==> src/bridge_pkg.sv <==
package bridge_pkg;

    // base ram geometry
    localparam int ADDR_W = 20;  // word address
    localparam int DATA_W = 32;
    localparam int BE_W   = DATA_W / 8;

    // controller sequence, one pass per access
    typedef enum logic [1:0] {
        ST_IDLE   = 2'd0,
        ST_ACCESS = 2'd1,  // launch, then command on the pins
        ST_DONE   = 2'd2   // capture cycle
    } ram_state_e;

    // which port owns the current access
    typedef enum logic [1:0] {
        ACC_NONE  = 2'd0,
        ACC_FETCH = 2'd1,
        ACC_READ  = 2'd2,
        ACC_WRITE = 2'd3
    } acc_kind_e;

    // data port request, held by the core until mem_done
    typedef struct packed {
        logic [ADDR_W-1:0] addr;
        logic [BE_W-1:0]   be;     // active-high byte select
        logic [DATA_W-1:0] wdata;
        logic              we;
    } data_req_t;

    // what the sram pins see
    typedef struct packed {
        logic [ADDR_W-1:0] addr;
        logic [BE_W-1:0]   be_n;
        logic              ce_n;
        logic              oe_n;
        logic              we_n;
    } ram_cmd_t;

endpackage
==> src/sram_bridge_top.sv <==
module sram_bridge_top import bridge_pkg::*; (
    input  logic              clk_uart_in,
    input  logic              rst_i,

    // instruction fetch port
    input  logic              if_ce_i,
    input  logic [ADDR_W-1:0] if_addr_i,
    output logic [DATA_W-1:0] if_data_o,
    output logic              if_done_o,

    // data port
    input  logic              mem_ce_i,
    input  data_req_t         mem_req_i,
    output logic [DATA_W-1:0] mem_data_o,
    output logic              mem_done_o,

    // base ram, data bus split in/out/oe
    output ram_cmd_t          ram_cmd_o,
    output logic [DATA_W-1:0] ram_dq_o,
    output logic              ram_dq_oe_o,
    input  logic [DATA_W-1:0] ram_dq_i
);

    logic      launch;
    logic      capture;
    acc_kind_e acc_kind;

    sram_ctrl u_ctrl (
        .clk_uart_in (clk_uart_in),
        .rst_i       (rst_i),
        .if_ce_i     (if_ce_i),
        .mem_ce_i    (mem_ce_i),
        .mem_we_i    (mem_req_i.we),
        .launch_o    (launch),
        .capture_o   (capture),
        .acc_kind_o  (acc_kind)
    );

    ram_addr_path u_addr (
        .clk_uart_in (clk_uart_in),
        .rst_i       (rst_i),
        .launch_i    (launch),
        .capture_i   (capture),
        .acc_kind_i  (acc_kind),
        .if_addr_i   (if_addr_i),
        .mem_req_i   (mem_req_i),
        .ram_cmd_o   (ram_cmd_o)
    );

    ram_write_path u_wr (
        .clk_uart_in (clk_uart_in),
        .rst_i       (rst_i),
        .launch_i    (launch),
        .capture_i   (capture),
        .acc_kind_i  (acc_kind),
        .mem_wdata_i (mem_req_i.wdata),
        .ram_dq_o    (ram_dq_o),
        .ram_dq_oe_o (ram_dq_oe_o)
    );

    ram_read_latch u_rd (
        .clk_uart_in (clk_uart_in),
        .rst_i       (rst_i),
        .capture_i   (capture),
        .acc_kind_i  (acc_kind),
        .ram_dq_i    (ram_dq_i),
        .if_data_o   (if_data_o),
        .mem_data_o  (mem_data_o),
        .if_done_o   (if_done_o),
        .mem_done_o  (mem_done_o)
    );

endmodule

==> src/ram_read_latch.sv <==
module ram_read_latch import bridge_pkg::*; (
    input  logic              clk_uart_in,
    input  logic              rst_i,
    input  logic              capture_i,
    input  acc_kind_e         acc_kind_i,
    input  logic [DATA_W-1:0] ram_dq_i,
    output logic [DATA_W-1:0] if_data_o,
    output logic [DATA_W-1:0] mem_data_o,
    output logic              if_done_o,
    output logic              mem_done_o
);

    logic [DATA_W-1:0] if_data_q;
    logic [DATA_W-1:0] mem_data_q;
    logic              if_done_q;
    logic              mem_done_q;

    // separate return registers, each kept until its port reads again
    always_ff @(posedge clk_uart_in) begin
        if (capture_i) begin
            case (acc_kind_i)
                ACC_FETCH: if_data_q  <= ram_dq_i;
                ACC_READ:  mem_data_q <= ram_dq_i;
                default: ;  // writes return nothing
            endcase
        end
    end

    // one pulse per access, for the port that asked
    always_ff @(posedge clk_uart_in) begin
        if (rst_i) begin
            if_done_q  <= 1'b0;
            mem_done_q <= 1'b0;
        end else begin
            if_done_q  <= capture_i && (acc_kind_i == ACC_FETCH);
            mem_done_q <= capture_i &&
                          (acc_kind_i == ACC_READ || acc_kind_i == ACC_WRITE);
        end
    end

    assign if_data_o  = if_data_q;
    assign mem_data_o = mem_data_q;
    assign if_done_o  = if_done_q;
    assign mem_done_o = mem_done_q;

endmodule

==> src/ram_write_path.sv <==
module ram_write_path import bridge_pkg::*; (
    input  logic              clk_uart_in,
    input  logic              rst_i,
    input  logic              launch_i,
    input  logic              capture_i,
    input  acc_kind_e         acc_kind_i,
    input  logic [DATA_W-1:0] mem_wdata_i,
    output logic [DATA_W-1:0] ram_dq_o,
    output logic              ram_dq_oe_o
);

    logic [DATA_W-1:0] wdata_q;
    logic              dq_oe_q;
    logic              is_write;

    assign is_write = launch_i && (acc_kind_i == ACC_WRITE);

    // write word, held until the next write
    always_ff @(posedge clk_uart_in) begin
        if (is_write) begin
            wdata_q <= mem_wdata_i;
        end
    end

    // drive the bus from launch to capture, covers the we_n edge
    always_ff @(posedge clk_uart_in) begin
        if (rst_i) begin
            dq_oe_q <= 1'b0;
        end else if (is_write) begin
            dq_oe_q <= 1'b1;
        end else if (capture_i) begin
            dq_oe_q <= 1'b0;
        end
    end

    assign ram_dq_o    = wdata_q;
    assign ram_dq_oe_o = dq_oe_q;  // stands in for the tristate enable

endmodule

==> src/ram_addr_path.sv <==
module ram_addr_path import bridge_pkg::*; (
    input  logic              clk_uart_in,
    input  logic              rst_i,
    input  logic              launch_i,
    input  logic              capture_i,
    input  acc_kind_e         acc_kind_i,
    input  logic [ADDR_W-1:0] if_addr_i,
    input  data_req_t         mem_req_i,
    output ram_cmd_t          ram_cmd_o
);

    logic [ADDR_W-1:0] addr_q;
    logic [BE_W-1:0]   be_n_q;
    logic              ce_n_q;
    logic              oe_n_q;
    logic              we_n_q;

    // address only matters while ce_n is low
    always_ff @(posedge clk_uart_in) begin
        if (launch_i) begin
            addr_q <= (acc_kind_i == ACC_FETCH) ? if_addr_i : mem_req_i.addr;
        end
    end

    always_ff @(posedge clk_uart_in) begin
        if (rst_i) begin
            be_n_q <= '1;
            ce_n_q <= 1'b1;
            oe_n_q <= 1'b1;
            we_n_q <= 1'b1;
        end else if (launch_i) begin
            be_n_q <= (acc_kind_i == ACC_FETCH) ? '0 : ~mem_req_i.be;  // fetch reads all lanes
            ce_n_q <= 1'b0;
            oe_n_q <= (acc_kind_i == ACC_WRITE);   // outputs off while we drive
            we_n_q <= (acc_kind_i != ACC_WRITE);
        end else if (capture_i) begin
            // access over, back to idle pins
            be_n_q <= '1;
            ce_n_q <= 1'b1;
            oe_n_q <= 1'b1;
            we_n_q <= 1'b1;
        end else begin
            we_n_q <= 1'b1;  // write pulse is the single command cycle
        end
    end

    assign ram_cmd_o = '{addr: addr_q, be_n: be_n_q, ce_n: ce_n_q, oe_n: oe_n_q, we_n: we_n_q};

endmodule

==> src/sram_ctrl.sv <==
module sram_ctrl import bridge_pkg::*; (
    input  logic      clk_uart_in,
    input  logic      rst_i,
    input  logic      if_ce_i,
    input  logic      mem_ce_i,
    input  logic      mem_we_i,
    output logic      launch_o,
    output logic      capture_o,
    output acc_kind_e acc_kind_o
);

    ram_state_e state_q;
    ram_state_e state_d;
    acc_kind_e  kind_q;
    acc_kind_e  kind_d;
    logic       launch_q;
    logic       launch_d;
    logic       capture_q;
    logic       capture_d;

    // next state, strobes are one cycle wide
    always_comb begin
        state_d   = state_q;
        kind_d    = kind_q;
        launch_d  = 1'b0;
        capture_d = 1'b0;

        case (state_q)
            ST_IDLE: begin
                // data port wins, fetch waits for the next idle cycle
                if (mem_ce_i) begin
                    kind_d   = mem_we_i ? ACC_WRITE : ACC_READ;
                    state_d  = ST_ACCESS;
                    launch_d = 1'b1;
                end else if (if_ce_i) begin
                    kind_d   = ACC_FETCH;
                    state_d  = ST_ACCESS;
                    launch_d = 1'b1;
                end
            end

            ST_ACCESS: begin
                // first cycle here is the launch cycle
                // second one has the command on the pins
                if (!launch_q) begin
                    capture_d = 1'b1;
                    state_d   = ST_DONE;
                end
            end

            ST_DONE: begin
                // read latch samples at the edge that leaves this state
                state_d = ST_IDLE;
                kind_d  = ACC_NONE;
            end

            default: begin
                state_d = ST_IDLE;
                kind_d  = ACC_NONE;
            end
        endcase
    end

    always_ff @(posedge clk_uart_in) begin
        if (rst_i) begin
            state_q   <= ST_IDLE;
            kind_q    <= ACC_NONE;
            launch_q  <= 1'b0;
            capture_q <= 1'b0;
        end else begin
            state_q   <= state_d;
            kind_q    <= kind_d;    // stable for the whole access
            launch_q  <= launch_d;
            capture_q <= capture_d;
        end
    end

    assign launch_o   = launch_q;
    assign capture_o  = capture_q;
    assign acc_kind_o = kind_q;

endmodule

==> config.mk <==
export PLATFORM = sky130hd
export DESIGN_NAME = sram_bridge_top
export DESIGN_NICKNAME = d
export VERILOG_FILES = /design/src/bridge_pkg.sv /design/src/sram_bridge_top.sv /design/src/ram_read_latch.sv /design/src/ram_write_path.sv /design/src/ram_addr_path.sv /design/src/sram_ctrl.sv
export SDC_FILE = /design/constraint.sdc
export NUM_CORES = 1
export LEC_CHECK = 0
export BUFFER_PORTS_ARGS = -buffer_cell sky130_fd_sc_hd__buf_2
export CORE_MARGIN = 2
export CORE_UTILIZATION = 30
export DETAILED_ROUTE_END_ITERATION = 8
export GPL_TIMING_DRIVEN = 0
export PLACE_DENSITY = 0.57
export SLEW_MARGIN = 30
export SYNTH_ARGS = -nofsm -noshare
export SYNTH_HDL_FRONTEND = slang
export SYNTH_SLANG_ARGS = --single-unit
==> constraint.sdc <==
create_clock -name clk_uart_in -period 6.1 [get_ports clk_uart_in]
set_input_delay 0.305 -clock clk_uart_in [delete_from_list [all_inputs] [get_ports clk_uart_in]]
set_output_delay 0.305 -clock clk_uart_in [all_outputs]
set_load 0.01 [all_outputs]
* Yosys cells after proc, flatten, opt, wreduce, memory -nomap -nowiden
Index checks and enable logic that the tools add are counted.
Widths: inputs -> output; s select.
** Cells by class
- Div/mod/pow operators :: 0
- Shift operators :: 0
- Add/subtract/negate cells :: 0
- Muxes and demuxes :: 19
- Bitwise gates (word level) :: 4
- Equal/unequal tests :: 7
- Order comparisons :: 0
- Reductions and logical operators :: 14
- Multipliers :: 0
** Operators by type and width (count)
- $mux 20 :: 1
- $mux 4 :: 3
- $mux 1 :: 9
- $mux 2 :: 4
- $pmux 2 s2 :: 2
- $reduce_and 2->1 :: 4
- $reduce_or 2->1 :: 3
- $eq 2x1->1 const B :: 2
- $eq 2x2->1 const B :: 2
- $ne 2x2->1 const B :: 2
- $not 4->4 :: 1
- $reduce_bool 2->1 :: 2
- $logic_and 1x1->1 :: 3
- $ne 3x3->1 const B :: 1
- $not 1->1 :: 3
- $logic_not 2->1 :: 1
- $logic_or 1x1->1 :: 1
** Word-level totals
- Output and inout bits :: 126
- Memories :: 0
- Flip-flop bits (word level) :: 132
- Latch bits :: 0
- Bits in read-only memories :: 0
- Input port bits :: 113
- Bits in writable memories :: 0
- Word-level logic and storage cells :: 59

* Longest topological paths before layout
Gate-level depths: netlist (run 1).
- Depth in word-level cells :: 3
- Depth in mapped cells :: 5
- Depth with buffers taken out :: 3

* By module
A second synthesis (run 1) with hierarchy kept.
** Unflattened totals
- Cell total of the unflattened synthesis :: 200
- Area, all modules :: 4428.0 sq um
** Modules (own cells, without submodules)
- ram_read_latch :: area each 2004.4 sq um, times used 1, seq. area each 1961.9 sq um, cells each 70
- ram_addr_path :: area each 1221.2 sq um, times used 1, seq. area each 740.7 sq um, cells each 74
- ram_write_path :: area each 1004.7 sq um, times used 1, seq. area each 980.9 sq um, cells each 37
- sram_ctrl :: area each 197.7 sq um, times used 1, seq. area each 120.1 sq um, cells each 19

* Worst setup path after synthesis (run 1)
OpenSTA, ideal clock, no wires.
- Kind :: register to register
- Start point :: register u_ctrl.capture_q, in the netlist u_ctrl.capture_o
- End point :: register u_rd.mem_data_q[0], in the netlist u_rd.mem_data_o[0] (enable)
- Stages on the path, launching flop included :: 3
- Clock period less this slack :: 2.264 ns
- Buffers on the path :: 0
- Setup slack :: 3.836 ns
- Arrival time :: 1.843 ns
- Path through :: dfxtp_1 -> nand2_1 -> nor2_1
** Between the ends
- Cells in the longest elaborated chain, start to end :: 1
** RTL lines
- from (decl) :: RTL line sram_ctrl.sv:18 : logic capture_q;
- from (signal assigned) :: RTL line sram_ctrl.sv:74 : capture_q <= capture_d;
- $reduce_and 2->1 (no source line)
- to (signal assigned) :: RTL line ram_read_latch.sv:23 : ACC_READ: mem_data_q <= ram_dq_i;
- to (decl) :: RTL line ram_read_latch.sv:14 : logic [DATA_W-1:0] mem_data_q;
Every way passes these cells.
A chain may end at the register's enable or synchronous reset.

* Worst setup path in the final report (run 1)
- Start point :: register u_ctrl.launch_q, in the netlist u_ctrl.launch_o
- End point :: register u_wr.wdata_q[6], in the netlist u_wr.ram_dq_o[6] (enable)
** Between the ends
- Cells in the longest elaborated chain, start to end :: 1
** RTL lines
- from (decl) :: RTL line sram_ctrl.sv:16 : logic launch_q;
- from (signal assigned) :: RTL line sram_ctrl.sv:73 : launch_q <= launch_d;
- $logic_and 1x1->1 :: RTL line ram_write_path.sv:16 : assign is_write = launch_i && (acc_kind_i == ACC_WRITE);
- net u_wr.is_write :: RTL line ram_write_path.sv:14 : logic is_write;
- to (signal assigned) :: RTL line ram_write_path.sv:21 : wdata_q <= mem_wdata_i;
- to (decl) :: RTL line ram_write_path.sv:12 : logic [DATA_W-1:0] wdata_q;
The timed path passes the listed nets, and every way through them passes these cells.

==> results of run 1 <==
through the flow:
step / hold slack [ns] / utilization (%) / instance area (µm²) / total power, µW / std cells
2_1_floorplan: 0.377 / - / 4420 / 1120 / 202
3_3_place_gp: 0.474 / 40.3 / 5840 / 1190 / 624
3_5_place_dp: 0.483 / 40.6 / 5880 / 1200 / 625
4_1_cts: 0.0430 / 45.3 / 6550 / 2360 / 657
5_1_grt: 0.0455 / 45.3 / 6550 / 2410 / 657
6_report: 0.0712 / 45.3 / 6550 / 2330 / 657
final cells by class:
class                      count  area (µm²)  area share (%)
inverter                       2        7.51           0.115
clock inverter                15         250            3.82
timing repair buffer         239        1220            18.6
buffer                         8        82.6            1.26
clock buffer                  17         425            6.49
tap                          184         230            3.51
sequential                   132        3800            58.1
multi-input combinational     60         534            8.15
cells by family after synthesis:
group | synth area share [%]
AO/OA/AOI/OAI | 2.29
buffers and inverters | 2.04
flip-flops | 86.0
multiplexers | 6.45
AND/OR/NAND/NOR | 3.17
worst paths after layout:
path | depth (start not counted) | startpoint | endpoint | slack (ns)
setup reg to reg | 1 | u_ctrl.launch_o$_SDFF_PP0_ | u_wr.ram_dq_o[6]$_DFFE_PP_ | 4.22
hold / removal | 1 | mem_req_i[17] | u_wr.ram_dq_o[16]$_DFFE_PP_ | 0.07
setup / recovery | 1 | u_ctrl.launch_o$_SDFF_PP0_ | u_wr.ram_dq_o[6]$_DFFE_PP_ | 4.22
hold reg to reg | 1 | u_ctrl.state_q[1]$_SDFFE_PP0P_ | u_ctrl.state_q[1]$_SDFFE_PP0P_ | 0.50
power by group through the flow:
stage	clock network [µW]	registers (µW)	logic [µW]
after global routing	1220	1040	155
after global placement	0	1050	140
after floorplan	0	1060	61.0
final	1150	1030	142
after detailed placement	0	1050	144
after CTS	1180	1030	145
sequential cells by signal, indices dropped and copies added (netlist names):
| name | count |
|---|---|
| u_addr.be_n_q | 4 |
| u_wr.ram_dq_oe_o | 1 |
| u_addr.oe_n_q | 1 |
| u_ctrl.launch_o | 1 |
| u_addr.addr_q | 20 |
| u_ctrl.capture_o | 1 |
| u_addr.ce_n_q | 1 |
| u_rd.mem_data_o | 32 |
| u_addr.we_n_q | 1 |
| u_ctrl.state_q | 2 |
| u_rd.if_data_o | 32 |
| u_rd.mem_done_o | 1 |
| u_wr.ram_dq_o | 32 |
| u_rd.if_done_o | 1 |
| u_ctrl.acc_kind_o | 2 |
cell usage in the layout (no fill, tap or decap), types with 2 or more instances in the layout:
cell         n
mux2_4      16
nor2_1       6
mux2_2       4
a21o_1       4
inv_6        3
clkbuf_16   17
bufinv_16    6
inv_1        2
o21ai_0      2
clkinv_2     2
a21oi_1      2
or3_1        4
nand2b_1     3
buf_12       2
buf_4        3
buf_2      239
dfxtp_1     15
o21ai_1      3
clkinv_4     3
nor3_1       3
edfxtp_1   116
nand2_1      2
routing by layer:
layer,share of wire (%),vias up
li1,-,1302
met1,41,1296
met2,49,144
met3,8.6,12
met4,1.8,0
met5,0,-
==> flow_summary_export.csv, run 1 <==
group,metric,value,unit
yosys,yosysWarnings,0,
yosys,synth_area_per_cell,21.9,µm²
global_routing,grt.total_usage,12.6,%
power_and_ir_drop,p_comb_share,6.1,%
finish,fill_cells,1319,
timing,worst_pin_slew,0.803,ns
global_routing,grt_pass1_vias,2879,
placed_design,gp_congestion,0.745,
die,fp.dieW,125,µm
routing,dr.pass1.iters,4,
die,io_pins,239,
finish,area_growth,48.3,%
clock_tree,root_buffer,"clkbuf_16",
yosys,synth.top_cells.by_count,"116 x edfxtp_1, 16 x dfxtp_1, 16 x mux2_4, 7 x nor2_1",
timing,min_period,1.88,ns
global_routing,grt_use_met2,20.9,%
critical_path,cp_slowest_cell,"and3_2",
critical_path,cp.required,6.14,ns
timing,setup_viol,0,
routing,vias_per_cell,4.19,
critical_path,path_delay_family,"simple AND/OR/NAND/NOR gates",
yosys,synth_edf_count,116,
clock_tree,ctsHtreeMaxLevel,4,
placed_design,dp_hpwl,7330,µm
placed_design,portBuffers,238,
power_and_ir_drop,p_seq_share,44.4,%
routing,wl,9860,µm
clock_tree,cts_buffer_depth,2,
critical_path,crit_path_max_fanout,34,
routing,avgRoutedWirePerCell,15.0,µm
routing,ant_nets,0,
global_routing,antenna_found_initial,0,
yosys,yosysTopAreaCell,"edfxtp_1",
timing,worst_slack,4.22,ns
power_and_ir_drop,p_sw,460,µW
clock_tree,cts_sinks,132,
yosys,yosys.cell_count.top_type,"edfxtp_1",
die,die_area,15700,µm²
critical_path,path_cells,"and3_2",
yosys,ys_seq_area_share,86.0,%
yosys,ys_types,29,
global_routing,grt_use_met1,14.2,%
critical_path,cp.buffers_inverters,0,
yosys,synthCells,202,
placed_design,pre_cts_ws,4.19,ns
die,num_rows,44,
clock_tree,clkLatencyLatePin,0.41,ns
global_routing,grt_max_degree,35,
routing,vias,2754,
power_and_ir_drop,p_leak,0.00272,µW
timing,clock_skew,0.0122,ns
timing,slew_headroom,46.4,%
global_routing,grt_util_met3,5.39,%
routing,drt-initial-drc-count,134,
clock_tree,cts_hold_buf,0,
finish,nNetsFinal,573,
die,core-area,14500,µm²
timing,rsz0062_at_grt,"no",
clock_tree,tritoncts,"built",
timing,period_share,30.8,%
yosys,synth_top_area_share,78.8,%
yosys,ys.flop_type,"edfxtp_1",
timing,finalHoldViolations,0,
clock_tree,post_cts_buffers,0,
worst_hold_path,worstHoldPathType,"in2reg",
finish,antenna_cells,0,
yosys,syn-cell-area,4420,µm²
timing,clock.fmax,532,MHz
timing,setup_tns,0,ns
flow_run,cap_violations,0,
die,initial_core_util,30.5,%
yosys,async_reset_ff_share,0,%
timing,slew_violations,0,
finish,drive_gt1_share,64.5,%
global_routing,grt.overflow.total,0,
power_and_ir_drop,p_int,1870,µW
routing,drc_errors,0,
critical_path,critPathMaxStageDelay,0.80,ns
yosys,ys_seq_elements,132,
power_and_ir_drop,powerDensity,355,nW/µm²
die,die_y,125,µm
power_and_ir_drop,vdd_drop_max,0.000159,V
clock_tree,path_clk_slew,0.07,ns
clock_tree,post_cts_resized,0,
critical_path,crit_type,"reg2reg",
critical_path,worst_setup_path_start_kind,"flop",
yosys,synth_area_leaders,"edfxtp_1 79%, dfxtp_1 7.2%, mux2_4 5.4%, mux2_2 1.0%, buf_12 0.91%",
power_and_ir_drop,swShare,19.8,%
global_routing,busiest_layer,"met2",
status,status,"completed",
critical_path,worstPathArrival,1.92,ns
global_routing,grt_pass1_wl,15100,µm
critical_path,end_kind,"flop",
clock_tree,cts_made_buffers,17,
yosys,syn_nets,315,
power_and_ir_drop,pwr-share-clk,49.5,%
(Power assumes the default switching activity.)
==> run 2: changes to the inputs <==
PLACE_DENSITY = 0.6   (was 0.57)
clock period = 1.5 ns   (was 6.1 ns; I/O delays follow)
==> run 2 against run 1 <==
  * Setup slack worse by 4.2 ns
  * Core utilization is 7.0 points higher
  * Global-route usage is 2.6 points higher
  * Combinational power grew to 5.8 times the previous value
  * Cell count is 17% higher
  * Routed wire length is 22% higher
  * Critical path depth is 3 higher
==> flow_summary_export.csv, run 2 (synthesis gave the netlist of run 1 again) <==
group,metric,value,unit
finish,drive_gt1_share,52.0,%
placed_design,gp_congestion,0.726,
critical_path,crit_type,"reg2reg",
critical_path,end_kind,"flop",
timing,clock.fmax,686,MHz
critical_path,cp.required,1.66,ns
routing,vias_per_cell,4.23,
clock_tree,cts_made_buffers,17,
critical_path,crit_path_max_fanout,10,
die,core-area,14500,µm²
routing,dr.pass1.iters,4,
die,die_y,125,µm
clock_tree,root_buffer,"clkbuf_16",
critical_path,worst_setup_path_start_kind,"flop",
timing,min_period,1.46,ns
die,die_area,15700,µm²
placed_design,placed_cell_area,5880,µm²
die,initial_core_util,30.5,%
clock_tree,ctsHtreeMaxLevel,4,
finish,nNetsFinal,688,
global_routing,grt_max_degree,26,
clock_tree,clkLatencyLatePin,0.41,ns
routing,drt-initial-drc-count,130,
power_and_ir_drop,p_leak,0.00313,µW
global_routing,grt_pass1_wl,18100,µm
finish,fill_cells,1179,
finish,final_cells,771,
global_routing,grt_pass1_vias,3474,
finish,antenna_cells,0,
finish,final_cell_mix,"239 x buf_2, 116 x edfxtp_1, 112 x dlygate4sd3_1, 17 x clkbuf_16, 16 x mux2_4",
timing,clock_skew,0.00655,ns
routing,avgRoutedWirePerCell,15.6,µm
routing,vias,3260,
power_and_ir_drop,vdd_drop_max,0.000620,V
global_routing,grt.total_usage,15.3,%
global_routing,antenna_found_initial,0,
finish,final-seq-area,3810,µm²
worst_hold_path,worstHoldPathType,"in2reg",
clock_tree,cts_buffer_depth,2,
timing,rsz0062_at_grt,"no",
timing,slew_violations,0,
finish,multi_input_area,556,µm²
timing,worst_pin_slew,0.471,ns
critical_path,worstPathArrival,1.61,ns
clock_tree,cts_sinks,132,
timing,finalHoldViolations,0,
timing,slew_headroom,68.6,%
global_routing,grt.overflow.total,0,
status,status,"completed",
clock_tree,path_clk_slew,0.05,ns
placed_design,portBuffers,238,
routing,wl,12000,µm
die,io_pins,239,
die,num_rows,44,
power_and_ir_drop,p_total,8710,µW
finish,stdcell_area,7570,µm²
timing,setup_tns,0,ns
placed_design,dp_hpwl,7430,µm
finish,final_common_cell,"buf_2",
critical_path,r2r_cells,4,
routing,ant_nets,0,
routing,drc_errors,0,
flow_run,cap_violations,0,
finish,area_growth,71.2,%
clock_tree,tritoncts,"built",
timing,hold_ws,0.378,ns
timing,period_share,97.1,%
die,fp.dieW,125,µm
placed_design,dp.cells,625,
worst_hold_path,min_path_cells,2,
timing,setup_viol,0,
power_and_ir_drop,powerDensity,1150,nW/µm²
-- run 2: cell count changes in the layout (fill, tap and decap cells not counted), sizes merged --
cell	previous run	this run
clkbuf	18	20
dlygate4sd3	0	112
clkinv	5	9
and3	1	2
bufinv	6	1
inv	5	2
buf	246	247
clkinvlp	1	2
and2	1	2
-- run 2: worst max-delay path: stages (launching register included) --
cell	delay [ns]
dfxtp_2	0.40
nor2b_4	0.17
buf_6	0.17
buf_12	0.16
mux2_4	0.30
-- run 2: metrics by stage --
| step | setup slack, ns | utilization (%) |
|---|---|---|
| global route | 0.00497 | 52.3 |
| CTS | 0.0346 | 52.3 |
| floorplan | 0.0824 | - |
| finish | 0.0430 | 52.3 |
| detailed placement | -0.156 | 40.6 |
| global placement | -0.360 | 40.4 |
-- run 2: power breakdown --
| part | switching [µW] | total, µW | internal (µW) |
|---|---|---|---|
| clock network | 1440 | 3670 | 2230 |
| registers | 75.6 | 4210 | 4130 |
| logic | 309 | 829 | 521 |
| total | 1820 | 8710 | 6890 |
-- run 2: cell type report --
class | instances | area share (%)
buffer | 8 | 1.09
clock buffer | 19 | 5.72
clock inverter | 12 | 1.21
inverter | 2 | 0.0992
multi-input combinational | 62 | 7.34
sequential | 132 | 50.3
tap | 184 | 3.04
timing repair buffer | 352 | 31.2
-- run 2: final timing paths --
check / to / slack, ns / startpoint
worst min register to register: u_wr.ram_dq_oe_o$_SDFFE_PP0P_ / 0.49 / u_wr.ram_dq_oe_o$_SDFFE_PP0P_
worst max register to register: u_addr.addr_q[7]$_DFFE_PP_ / 0.04 / u_ctrl.acc_kind_o[0]$_SDFFE_PP0P_
worst max-delay path: u_addr.addr_q[7]$_DFFE_PP_ / 0.04 / u_ctrl.acc_kind_o[0]$_SDFFE_PP0P_
worst min-delay path: u_wr.ram_dq_o[29]$_DFFE_PP_ / 0.38 / mem_req_i[30]
-- run 2: what timing repair did --
item	4_1_cts	5_1_grt
pin swaps	1	0
hold endpoints to repair	126	0
resized for setup	3	1
endpoints found under the setup margin	87	32
buffers inserted	1	0
hold buffers	112	0
gates cloned	2	0
-- run 2: layer usage --
metal | vias to the layer above | wire length, µm | GRT usage, %
met2 | 160 | 6310 | 27.1
met3 | 15 | 933 | 5.82
met5 | - | 0 | 0
met4 | 0 | 182 | 5.69
met1 | 1552 | 4600 | 16.6
li1 | 1533 | - | -
